--- src/hdl/bus_pkg.sv ---
`default_nettype none

package bus_pkg;

	// CPU bus and AXI data path
	localparam int DATA_W = 32;
	localparam int ADDR_W = 32;
	localparam int STRB_W = DATA_W / 8;

	// AXI3 burst length field
	localparam int LEN_W = 4;

	// AXI response codes
	typedef enum logic [1:0] {
		resp_okay   = 2'b00,
		resp_exokay = 2'b01,
		resp_slverr = 2'b10,
		resp_decerr = 2'b11
	} resp_e;

endpackage

`default_nettype wire
--- src/hdl/mem_pkg.sv ---
`default_nettype none

package mem_pkg;
	import bus_pkg::*;

	// Instruction cache geometry
	localparam int LINE_WORDS = 4;
	localparam int LINE_COUNT = 16;
	localparam int OFFSET_W   = $clog2(LINE_WORDS);
	localparam int INDEX_W    = $clog2(LINE_COUNT);
	localparam int LINE_LSB_W = OFFSET_W + 2;
	localparam int TAG_W      = ADDR_W - INDEX_W - LINE_LSB_W;

	localparam logic [LEN_W-1:0] BURST_LEN = LEN_W'(LINE_WORDS - 1);

	// MIPS segment select, top three address bits
	localparam int SEG_W = 3;
	localparam logic [SEG_W-1:0] SEG_KSEG0 = 3'b100;
	localparam logic [SEG_W-1:0] SEG_KSEG1 = 3'b101;

	// One physical address, seen by the cache and by the bus
	typedef union packed {
		struct packed {
			logic [TAG_W-1:0]    tag;
			logic [INDEX_W-1:0]  index;
			logic [OFFSET_W-1:0] offset;
			logic [1:0]          byte_off;
		} cache;
		struct packed {
			logic [ADDR_W-LINE_LSB_W-1:0] line_base;
			logic [LINE_LSB_W-1:0]        low;
		} bus;
	} phys_addr_u;

endpackage

`default_nettype wire

--- src/hdl/cpu_bus_if.sv ---
`timescale 1ns/1ps
`default_nettype none

interface cpu_ibus_if import bus_pkg::*; ();
	logic              read;
	logic [ADDR_W-1:0] address;
	logic [DATA_W-1:0] rddata;
	logic              stall;

	modport master (
		output read, address,
		input  rddata, stall
	);

	modport slave (
		input  read, address,
		output rddata, stall
	);
endinterface

interface cpu_dbus_if import bus_pkg::*; ();
	logic              read;
	logic              write;
	logic [ADDR_W-1:0] address;
	logic [DATA_W-1:0] wrdata;
	logic [STRB_W-1:0] byteenable;
	logic [DATA_W-1:0] rddata;
	logic              stall;

	modport master (
		output read, write, address, wrdata, byteenable,
		input  rddata, stall
	);

	modport slave (
		input  read, write, address, wrdata, byteenable,
		output rddata, stall
	);
endinterface

`default_nettype wire

--- src/hdl/mips_mem_top.sv ---
`timescale 1ns/1ps
`default_nettype none

module mips_mem_top import bus_pkg::*; (
	input  logic              aclk,
	input  logic              rst_n,

	// Instruction bus
	input  logic              ibus_read,
	input  logic [ADDR_W-1:0] ibus_address,
	output logic [DATA_W-1:0] ibus_rddata,
	output logic              ibus_stall,

	// Data bus
	input  logic              dbus_read,
	input  logic              dbus_write,
	input  logic [ADDR_W-1:0] dbus_address,
	input  logic [DATA_W-1:0] dbus_wrdata,
	input  logic [STRB_W-1:0] dbus_byteenable,
	output logic [DATA_W-1:0] dbus_rddata,
	output logic              dbus_stall,

	// icache AXI
	output logic [ADDR_W-1:0] icache_araddr,
	output logic [LEN_W-1:0]  icache_arlen,
	output logic              icache_arvalid,
	input  logic              icache_arready,
	input  logic [DATA_W-1:0] icache_rdata,
	input  logic              icache_rlast,
	input  logic              icache_rvalid,
	output logic              icache_rready,

	// uncached AXI
	output logic [ADDR_W-1:0] uncached_araddr,
	output logic              uncached_arvalid,
	input  logic              uncached_arready,
	input  logic [DATA_W-1:0] uncached_rdata,
	input  logic [1:0]        uncached_rresp,
	input  logic              uncached_rvalid,
	output logic              uncached_rready,
	output logic [ADDR_W-1:0] uncached_awaddr,
	output logic              uncached_awvalid,
	input  logic              uncached_awready,
	output logic [DATA_W-1:0] uncached_wdata,
	output logic [STRB_W-1:0] uncached_wstrb,
	output logic              uncached_wvalid,
	input  logic              uncached_wready,
	input  logic [1:0]        uncached_bresp,
	input  logic              uncached_bvalid,
	output logic              uncached_bready
);

	cpu_ibus_if ibus_if();
	cpu_dbus_if dbus_if();

	// CPU side of the buses comes from the ports
	assign ibus_if.read    = ibus_read;
	assign ibus_if.address = ibus_address;
	assign ibus_rddata     = ibus_if.rddata;
	assign ibus_stall      = ibus_if.stall;

	assign dbus_if.read       = dbus_read;
	assign dbus_if.write      = dbus_write;
	assign dbus_if.address    = dbus_address;
	assign dbus_if.wrdata     = dbus_wrdata;
	assign dbus_if.byteenable = dbus_byteenable;
	assign dbus_rddata        = dbus_if.rddata;
	assign dbus_stall         = dbus_if.stall;

	cache_controller cache_controller_i (
		.*,
		.ibus (ibus_if.slave),
		.dbus (dbus_if.slave)
	);

endmodule

`default_nettype wire

--- src/hdl/cache_controller.sv ---
`timescale 1ns/1ps
`default_nettype none

module cache_controller import bus_pkg::*, mem_pkg::*; (
	input  logic              aclk,
	input  logic              rst_n,

	cpu_ibus_if.slave         ibus,
	cpu_dbus_if.slave         dbus,

	output logic [ADDR_W-1:0] icache_araddr,
	output logic [LEN_W-1:0]  icache_arlen,
	output logic              icache_arvalid,
	input  logic              icache_arready,
	input  logic [DATA_W-1:0] icache_rdata,
	input  logic              icache_rlast,
	input  logic              icache_rvalid,
	output logic              icache_rready,

	output logic [ADDR_W-1:0] uncached_araddr,
	output logic              uncached_arvalid,
	input  logic              uncached_arready,
	input  logic [DATA_W-1:0] uncached_rdata,
	input  logic [1:0]        uncached_rresp,
	input  logic              uncached_rvalid,
	output logic              uncached_rready,
	output logic [ADDR_W-1:0] uncached_awaddr,
	output logic              uncached_awvalid,
	input  logic              uncached_awready,
	output logic [DATA_W-1:0] uncached_wdata,
	output logic [STRB_W-1:0] uncached_wstrb,
	output logic              uncached_wvalid,
	input  logic              uncached_wready,
	input  logic [1:0]        uncached_bresp,
	input  logic              uncached_bvalid,
	output logic              uncached_bready
);

	// No TLB, so kuseg and kseg2/3 map one to one
	function automatic logic [ADDR_W-1:0] to_phys(input logic [ADDR_W-1:0] vaddr);
		logic [SEG_W-1:0] seg;
		seg = vaddr[ADDR_W-1 -: SEG_W];
		if (seg == SEG_KSEG0 || seg == SEG_KSEG1)
			return {{SEG_W{1'b0}}, vaddr[ADDR_W-SEG_W-1:0]};
		return vaddr;
	endfunction

	cpu_ibus_if ibus_phys();
	cpu_dbus_if dbus_phys();

	assign ibus_phys.read    = ibus.read;
	assign ibus_phys.address = to_phys(ibus.address);
	assign ibus.rddata       = ibus_phys.rddata;
	assign ibus.stall        = ibus_phys.stall;

	assign dbus_phys.read       = dbus.read;
	assign dbus_phys.write      = dbus.write;
	assign dbus_phys.address    = to_phys(dbus.address);
	assign dbus_phys.wrdata     = dbus.wrdata;
	assign dbus_phys.byteenable = dbus.byteenable;
	assign dbus.rddata          = dbus_phys.rddata;
	assign dbus.stall           = dbus_phys.stall;

	icache icache_i (
		.aclk    (aclk),
		.rst_n   (rst_n),
		.ibus    (ibus_phys.slave),
		.araddr  (icache_araddr),
		.arlen   (icache_arlen),
		.arvalid (icache_arvalid),
		.arready (icache_arready),
		.rdata   (icache_rdata),
		.rlast   (icache_rlast),
		.rvalid  (icache_rvalid),
		.rready  (icache_rready)
	);

	uncached_bridge uncached_bridge_i (
		.aclk    (aclk),
		.rst_n   (rst_n),
		.dbus    (dbus_phys.slave),
		.araddr  (uncached_araddr),
		.arvalid (uncached_arvalid),
		.arready (uncached_arready),
		.rdata   (uncached_rdata),
		.rresp   (uncached_rresp),
		.rvalid  (uncached_rvalid),
		.rready  (uncached_rready),
		.awaddr  (uncached_awaddr),
		.awvalid (uncached_awvalid),
		.awready (uncached_awready),
		.wdata   (uncached_wdata),
		.wstrb   (uncached_wstrb),
		.wvalid  (uncached_wvalid),
		.wready  (uncached_wready),
		.bresp   (uncached_bresp),
		.bvalid  (uncached_bvalid),
		.bready  (uncached_bready)
	);

endmodule

`default_nettype wire

--- src/hdl/uncached_bridge.sv ---
`timescale 1ns/1ps
`default_nettype none

module uncached_bridge import bus_pkg::*; (
	input  logic              aclk,
	input  logic              rst_n,

	cpu_dbus_if.slave         dbus,

	output logic [ADDR_W-1:0] araddr,
	output logic              arvalid,
	input  logic              arready,
	input  logic [DATA_W-1:0] rdata,
	input  logic [1:0]        rresp,
	input  logic              rvalid,
	output logic              rready,

	output logic [ADDR_W-1:0] awaddr,
	output logic              awvalid,
	input  logic              awready,
	output logic [DATA_W-1:0] wdata,
	output logic [STRB_W-1:0] wstrb,
	output logic              wvalid,
	input  logic              wready,
	input  logic [1:0]        bresp,
	input  logic              bvalid,
	output logic              bready
);

	typedef enum logic [2:0] {
		br_idle,
		br_read_addr,
		br_read_data,
		br_write,
		br_write_resp,
		br_done
	} state_e;

	state_e state;

	logic [ADDR_W-1:0] addr_r;
	logic [DATA_W-1:0] wdata_r;
	logic [STRB_W-1:0] strb_r;
	logic [DATA_W-1:0] data_r;
	resp_e             resp_q;
	logic              aw_pend;
	logic              w_pend;

	always_ff @(posedge aclk) begin
		if (!rst_n) begin
			state   <= br_idle;
			aw_pend <= 1'b0;
			w_pend  <= 1'b0;
		end else begin
			case (state)
				br_idle: begin
					if (dbus.read) begin
						state <= br_read_addr;
					end else if (dbus.write) begin
						state   <= br_write;
						aw_pend <= 1'b1;
						w_pend  <= 1'b1;
					end
				end
				br_read_addr: begin
					if (arready)
						state <= br_read_data;
				end
				br_read_data: begin
					if (rvalid)
						state <= br_done;
				end
				br_write: begin
					// aw and w may complete in either order
					aw_pend <= aw_pend && !awready;
					w_pend  <= w_pend && !wready;
					if ((!aw_pend || awready) && (!w_pend || wready))
						state <= br_write_resp;
				end
				br_write_resp: begin
					if (bvalid)
						state <= br_done;
				end
				default: state <= br_idle;
			endcase
		end
	end

	always_ff @(posedge aclk) begin
		if (state == br_idle) begin
			addr_r  <= dbus.address;
			wdata_r <= dbus.wrdata;
			strb_r  <= dbus.byteenable;
		end
		if (state == br_read_data && rvalid) begin
			data_r <= rdata;
			resp_q <= resp_e'(rresp);
		end
		if (state == br_write_resp && bvalid)
			resp_q <= resp_e'(bresp);
	end

	assign dbus.stall = (dbus.read || dbus.write) && (state != br_done);

	// Failed reads return a zero word
	assign dbus.rddata = (resp_q inside {resp_slverr, resp_decerr}) ? '0 : data_r;

	assign araddr  = addr_r;
	assign arvalid = (state == br_read_addr);
	assign rready  = (state == br_read_data);

	assign awaddr  = addr_r;
	assign awvalid = (state == br_write) && aw_pend;
	assign wdata   = wdata_r;
	assign wstrb   = strb_r;
	assign wvalid  = (state == br_write) && w_pend;
	assign bready  = (state == br_write_resp);

endmodule

`default_nettype wire

--- src/hdl/icache.sv ---
`timescale 1ns/1ps
`default_nettype none

module icache import bus_pkg::*, mem_pkg::*; (
	input  logic              aclk,
	input  logic              rst_n,

	cpu_ibus_if.slave         ibus,

	output logic [ADDR_W-1:0] araddr,
	output logic [LEN_W-1:0]  arlen,
	output logic              arvalid,
	input  logic              arready,
	input  logic [DATA_W-1:0] rdata,
	input  logic              rlast,
	input  logic              rvalid,
	output logic              rready
);

	typedef enum logic [1:0] {
		st_lookup,
		st_request,
		st_fill,
		st_done
	} state_e;

	state_e state;

	phys_addr_u req_addr;
	phys_addr_u fill_addr;

	logic [TAG_W-1:0]  tag_mem [LINE_COUNT];
	logic [DATA_W-1:0] data_mem [LINE_COUNT*LINE_WORDS];
	logic [LINE_COUNT-1:0] valid_r;

	logic [TAG_W-1:0]    tag_q;
	logic [DATA_W-1:0]   data_q;
	logic                valid_q;
	logic [OFFSET_W-1:0] fill_off;
	logic                hit;

	assign req_addr = ibus.address;

	// Arrays answer one cycle after the address is presented
	assign hit = valid_q && (tag_q == req_addr.cache.tag);

	always_ff @(posedge aclk) begin
		if (!rst_n) begin
			state    <= st_lookup;
			valid_r  <= '0;
			valid_q  <= 1'b0;
			fill_off <= '0;
		end else begin
			valid_q <= valid_r[req_addr.cache.index];
			case (state)
				st_lookup: begin
					if (ibus.read)
						state <= st_done;
				end
				st_done: begin
					if (!ibus.read || hit) begin
						state <= st_lookup;
					end else begin
						state    <= st_request;
						fill_off <= '0;
					end
				end
				st_request: begin
					if (arready)
						state <= st_fill;
				end
				st_fill: begin
					if (rvalid) begin
						fill_off <= fill_off + 1'b1;
						if (rlast) begin
							valid_r[fill_addr.cache.index] <= 1'b1;
							// Rerun the lookup, which now hits
							state <= st_lookup;
						end
					end
				end
				default: state <= st_lookup;
			endcase
		end
	end

	always_ff @(posedge aclk) begin
		tag_q  <= tag_mem[req_addr.cache.index];
		data_q <= data_mem[{req_addr.cache.index, req_addr.cache.offset}];
		if (state == st_done && ibus.read && !hit) begin
			fill_addr.bus.line_base <= req_addr.bus.line_base;
			fill_addr.bus.low       <= '0;
		end
		if (state == st_fill && rvalid) begin
			data_mem[{fill_addr.cache.index, fill_off}] <= rdata;
			if (rlast)
				tag_mem[fill_addr.cache.index] <= fill_addr.cache.tag;
		end
	end

	assign ibus.stall  = ibus.read && !(state == st_done && hit);
	assign ibus.rddata = data_q;

	// Line-aligned incrementing burst
	assign araddr  = fill_addr;
	assign arlen   = BURST_LEN;
	assign arvalid = (state == st_request);
	assign rready  = (state == st_fill);

endmodule

`default_nettype wire

--- config.mk ---
export PLATFORM = sky130hd
export DESIGN_NAME = mips_mem_top
export DESIGN_NICKNAME = d
export VERILOG_FILES = /design/src/hdl/bus_pkg.sv /design/src/hdl/mem_pkg.sv /design/src/hdl/cpu_bus_if.sv /design/src/hdl/mips_mem_top.sv /design/src/hdl/cache_controller.sv /design/src/hdl/uncached_bridge.sv /design/src/hdl/icache.sv
export SDC_FILE = /design/constraint.sdc
export NUM_CORES = 2
export LEC_CHECK = 0
export BUFFER_PORTS_ARGS = -buffer_cell sky130_fd_sc_hd__buf_2
export CORE_ASPECT_RATIO = 2
export CORE_MARGIN = 1
export CORE_UTILIZATION = 25
export CTS_CLUSTER_SIZE = 14
export DETAILED_ROUTE_END_ITERATION = 6
export PLACE_DENSITY = 0.36
export SYNTH_ARGS = -nofsm -noshare
export SYNTH_HDL_FRONTEND = slang
export SYNTH_SLANG_ARGS = --single-unit
--- constraint.sdc ---
create_clock -name aclk -period 6.55 [get_ports aclk]
set_input_delay 0.655 -clock aclk [delete_from_list [all_inputs] [get_ports aclk]]
set_output_delay 0.655 -clock aclk [all_outputs]
set_load 0.01 [all_outputs]
# == After elaboration in Yosys (flattened, before gate mapping) ==
# Memories as Yosys holds them, arrays and structs flattened. A register that Yosys moved wholly into a read port is not among the register bits.
# Index checks and enable logic that the tools add are counted.
# word_totals
ff_bits,156
latch_bits,0
mem_bits_rw,2432
mem_bits_ro,0
input_bits,181
output_inout_bits,209
n_memories,2
# memory_table
name,depth,width,rd,rd_clocked_by_memory_dff,wr,line,text
cache_controller_i.icache_i.data_mem,64,32,1,1,1,icache.sv:33,logic [DATA_W-1:0] data_mem [LINE_COUNT*LINE_WORDS];
cache_controller_i.icache_i.tag_mem,16,24,1,1,1,icache.sv:32,logic [TAG_W-1:0] tag_mem [LINE_COUNT];
# classes
n_addsub,1
multipliers,0
n_div,0
magnitude_cmp,3
eq_ne,27
n_shift,0
mux,38
bitwise_logic,1
n_reduce_logical,39
# ops
op,count
32-bit two-way mux,5
24-bit == test,1
3-bit two-way mux,6
2-bit != test (second input constant),9
2-bit two-way mux,8
16-bit OR,1
3-bit == test (second input constant),5
1-bit logical AND,15
3-bit one-hot mux with 5 select lines,1
1-bit two-way mux,12
4-bit by 5-bit less-than comparator with 1-bit output (second input constant),2
3-bit AND reduction,3
2-bit == test (second input constant),4
2-bit one-hot mux with 4 select lines,1
2-bit nonzero test,4
1-bit logical NOT,7
3-bit by 2-bit == test with 1-bit output (second input constant),2
1-bit logical OR,6
3-bit != test (second input constant),2
5-bit AND reduction,1
1-bit binary-select mux with 4-bit select,1
1-bit demux with 4-bit select,1
4-bit by 1-bit >= comparator with 1-bit output (second input constant),1
2-bit by 1-bit != test with 1-bit output (second input constant),2
other kinds (8),9

# == Depth between registers and ports, before layout ==
# depth
word_depth,9
depth_mapped,10
depth_no_buf,5

# == Hierarchy ==
# A second synthesis with hierarchy kept.
# hier_totals
cells_unflattened,4399
area_unflattened_um2,99196.4
# by_module_without_submodules
mod,instances,cells_each,area_per_inst_um2,seq_area_each_um2
icache,1,4175,95247.6,75412.3
uncached_bridge,1,216,3903.7,3133.0
cache_controller,1,8,45.0,0.0

# == Worst setup path before layout ==
# Ideal clock, no wire load.
# synth_timing
path_type,register -> register
from,register cache_controller_i.uncached_bridge_i.state[0]
to,register cache_controller_i.uncached_bridge_i.addr_r[0] (netlist: cache_controller_i.uncached_bridge_i.araddr[0]) (enable)
setup_time_ns,0.577
t_arrival_ns,5.171
required_ns,5.973
setup_slack_ns,0.802
stages_incl_launch_ff,3
n_path_buf,1
cell_sequence,dfxtp_1 -> clkbuf_1 -> nor3_1
# synth_via
elab_chain_cells,1
# synth_rtl
item,line,text
"start, declared",uncached_bridge.sv:39,state_e state;
"start signal, assigned",uncached_bridge.sv:51,state <= br_idle;
"start signal, assigned",uncached_bridge.sv:58,state <= br_read_addr;
"start signal, assigned",uncached_bridge.sv:60,state <= br_write;
3-bit logical NOT,uncached_bridge.sv:90,if (state == br_idle) begin
"end signal, assigned",uncached_bridge.sv:91,addr_r <= dbus.address;
"end, declared",uncached_bridge.sv:41,logic [ADDR_W-1:0] addr_r;
# Every way passes these cells.
# A chain may end at the register's enable or synchronous reset.

# == Worst setup path after layout ==
# layout_timing
from,input port ibus_address[24]
to,output port ibus_stall
# layout_via
elab_chain_cells,7
# layout_rtl
item,line,text
"start, declared",mips_mem_top.sv:10,"input logic [ADDR_W-1:0] ibus_address,"
32-bit two-way mux,cache_controller.sv:43,if (seg == SEG_KSEG0 || seg == SEG_KSEG1)
32-bit two-way mux (*),cache_controller.sv:45,return vaddr;
24-bit == test (*),icache.sv:45,assign hit = valid_q && (tag_q == req_addr.cache.tag);
1-bit logical AND (*),icache.sv:45,
1-bit logical AND (*),icache.sv:101,assign ibus.stall = ibus.read && !(state == st_done && hit);
1-bit logical NOT (*),icache.sv:101,
1-bit logical AND (*),icache.sv:101,
"end, declared",mips_mem_top.sv:12,"output logic ibus_stall,"
# Every way passes the cells marked *; elsewhere a longest branch is shown, timed or not. The select of a mux whose other input is x is not followed.

==> results.sh <==
export IMPL_dpl_hpwl_um=199600
export IMPL_violations="DRC"
export IMPL_area_delta_synth_final_pct=18.36
export IMPL_hold_ws_ns=0.08347
export IMPL_cellPowerDensity_nw_per_um2=304.0
export IMPL_timing_setup_tns_ns=0
export IMPL_cts_tree="done"
export IMPL_internal_power_mw=27.30
export IMPL_wl_per_cell_um=31.57
export IMPL_antenna_found_initial=7
export IMPL_synth_ff_latch_count=2643
export IMPL_synthFlopType="edfxtp_1"
export IMPL_drt_initial_drc_count=3362
export IMPL_worst_slew_pin_slew_ns=1.362
export IMPL_rsz0062_at_grt="no"
export IMPL_pwr_share_seq_pct=53.6
export IMPL_syn_inst=4359
export IMPL_setup_worst_path_end_class="output pin"
export IMPL_drt_total_wl_um=331200
export IMPL_fill_cells=38390
export IMPL_clk_pin_slew_worst_paths_ns=0.07
export IMPL_grt_overflow=0
export IMPL_layout_drive_gt1_share_pct=31.32
export IMPL_synth_avg_cell_area_um2=22.77
export IMPL_fmax_ghz=0.2323
export IMPL_cts_buffers=244
export IMPL_peakVddDrop_mv=0.2276
export IMPL_fp_dieW_um=447.5
export IMPL_hold_class="input port to register"
export IMPL_initial_utilization_pct=25.16
export IMPL_slew_headroom_pct=8.967
export IMPL_drc=3
export IMPL_final_cell_mix="edfxtp_1 (2561), mux4_2 (612), buf_2 (371)"
export IMPL_core_um2=394400
export IMPL_clock_sinks=2643
export IMPL_die_h_um=893.1
export IMPL_postCtsResizedCells=0
export IMPL_postSynth_asyncResetShare_pct=0
export IMPL_htree_levels=4
export IMPL_hold_violations=0
export IMPL_io_pins=390
export IMPL_cts_hold_fix_buffers=128
export IMPL_netlist_area_um2=99250
export IMPL_gp_congestion=0.7377
export IMPL_arrival_ns=3.65
export IMPL_crit_type="input port to output pin"
export IMPL_drv_cap=0
export IMPL_finalNetCount=5219
export IMPL_status="finished with violations"
export IMPL_worstPathRequired_ns=5.89
export IMPL_grt_start_max_net_pins=75
export IMPL_synth_seq_area_share_pct=79.14
export IMPL_p_sw_mw=8.413
export IMPL_ant_nets=0
export IMPL_clk_latency_ns=0.95
export IMPL_ys_warn_count=0
export IMPL_vias=47590
export IMPL_fin_skew_ns=0.06647
export IMPL_clock_path_buffers=4
export IMPL_layout_commonest_cell="edfxtp_1"
export IMPL_leakage_nw=36.22
export IMPL_rows=326
export IMPL_synth_cell_types=47
export IMPL_cts_root_buf="clkbuf_16"
export IMPL_period_needed_ns=4.305
export IMPL_swShare_pct=23.56
export IMPL_port_buffers=377
export IMPL_crit_path_start_kind="input port"
export IMPL_routed_via_density=4.537
export IMPL_postCtsSetupRepairBufs=0
export IMPL_drtPass1Iterations=7
export IMPL_crit_fanout=3
export IMPL_grt_pass1_wl_um=445000
export IMPL_pwr_share_clk_pct=39.2
export IMPL_period_share_pct=65.73
export IMPL_grt_pass1_vias=51190
export IMPL_power_frac_comb_pct=7.2
export IMPL_final_max_slew_viol_count=0
export IMPL_grt_usage_pct=16.31
export IMPL_setup_viol=0
export IMPL_dieArea_um2=399700
export IMPL_synth_edf_count=2561
through the flow:
step | cells | util, % | power (mW) | setup slack, ns | area, µm²
finish | 10490 | 29.78 | 35.71 | 2.245 | 117500
global route | 10480 | 29.78 | 36.85 | 2.182 | 117500
CTS | 10480 | 29.78 | 36.24 | 2.134 | 117400
detailed placement | 9912 | 27.56 | 22.09 | 1.862 | 108700
global placement | 9912 | 27.56 | 22.08 | 1.938 | 108700
floorplan | 4365 | - | 20.76 | 0.8020 | 99280
registers in the layout (all words and copies together), names as in the netlist, 16 cells and up:
name and count:
cache_controller_i.icache_i.araddr 28, cache_controller_i.icache_i.data_mem 2048, cache_controller_i.icache_i.ibus.rddata 32, cache_controller_i.icache_i.tag_mem 384, cache_controller_i.icache_i.tag_q 24, cache_controller_i.icache_i.valid_r 16
cache_controller_i.uncached_bridge_i.araddr 32, cache_controller_i.uncached_bridge_i.data_r 32, cache_controller_i.uncached_bridge_i.wdata 32
cell families (layout without fill, tap and decap cells):
family	count (synthesis)	in the layout	share of synthesized area, %
DFF	2643	2643	79.14
muxes	639	639	14.18
AOI/OAI and AO/OA	391	391	2.990
and+or+nand+nor	371	371	1.940
buffers and inverters	290	1158	1.539
xor gates and xnor gates	23	23	0.2030
other	2	17	0.007567
power groups by stage:
stage                     sequential [mW]  clock, mW  combinational [mW]
final                                19.1       14.0                2.56
after global placement               19.5          0                2.57
after floorplan                      19.6          0                1.21
after detailed placement             19.5          0                2.58
after global routing                 19.2       14.9                2.75
after CTS                            19.1       14.4                2.64
critical path: stages:
cell           delay, ns
dlygate4sd3_1       0.53
buf_2               0.13
xnor2_1             0.68
nand4_1             0.51
nor4_1              0.75
a41oi_1             0.20
buf_2               0.18
Yosys cell counts (2+ instances only):
cell type | n | area [µm²]
dfxtp_1 | 82 | 1642
a221oi_1 | 43 | 376.6
mux4_2 | 612 | 13780
a21oi_1 | 39 | 195.2
nor2b_1 | 118 | 738.2
nand4_1 | 6 | 37.54
a2111oi_2 | 7 | 105.1
o41ai_1 | 18 | 157.7
conb_1 | 2 | 7.510
buf_4 | 65 | 488.0
mux2_2 | 19 | 214.0
nor3_1 | 7 | 35.03
and2_1 | 8 | 50.05
and3_1 | 27 | 168.9
buf_2 | 90 | 450.4
o21a_1 | 17 | 127.6
nor4_1 | 10 | 62.56
inv_1 | 8 | 30.03
xnor2_1 | 23 | 201.4
clkbuf_1 | 96 | 360.4
mux2i_1 | 8 | 80.08
or3b_2 | 2 | 17.52
nand3b_1 | 6 | 45.04
buf_6 | 11 | 123.9
a211oi_1 | 76 | 570.6
a21boi_0 | 2 | 15.01
nor2_1 | 93 | 349.1
or2_2 | 5 | 31.28
edfxtp_1 | 2561 | 76900
buf_1 | 20 | 75.07
nand3_1 | 10 | 50.05
nand2_1 | 63 | 236.5
nand2b_1 | 11 | 68.82
a22oi_1 | 181 | 1359
per-layer routing:
layer  GRT usage [%]  vias to the layer above  routed length (µm)
met1           17.20                    26330              117900
met2           32.41                     1108              189900
li1                -                    19760                   -
met3           2.005                      387               11270
met4           5.664                        4               12100
met5               0                        -                  24
path summary, 6_finish.rpt:
kind / from / end / slack (ns) / cells past startpoint
max: ibus_address[24] / ibus_stall / 2.24 / 7
max reg2reg: cache_controller_i.icache_i.state[1] / cache_controller_i.icache_i.data_mem[14][2] / 2.45 / 5
min reg2reg: cache_controller_i.icache_i.valid_r[10] / cache_controller_i.icache_i.valid_r[10] / 0.47 / 1
min: ibus_address[31] / cache_controller_i.icache_i.araddr[29] / 0.08 / 2
final cells by class:
| type | instances | area, µm² | area share [%] |
|---|---|---|---|
| sequential | 2643 | 78550 | 66.86 |
| tap | 5248 | 6566 | 5.590 |
| multi-input combinational | 1432 | 19870 | 16.91 |
| clock inverter | 100 | 775.7 | 0.6604 |
| timing repair buffer | 709 | 4962 | 4.224 |
| inverter | 8 | 30.03 | 0.02556 |
| antenna | 9 | 22.52 | 0.01917 |
| clock buffer | 341 | 6701 | 5.705 |
(Power assumes the default switching activity.)
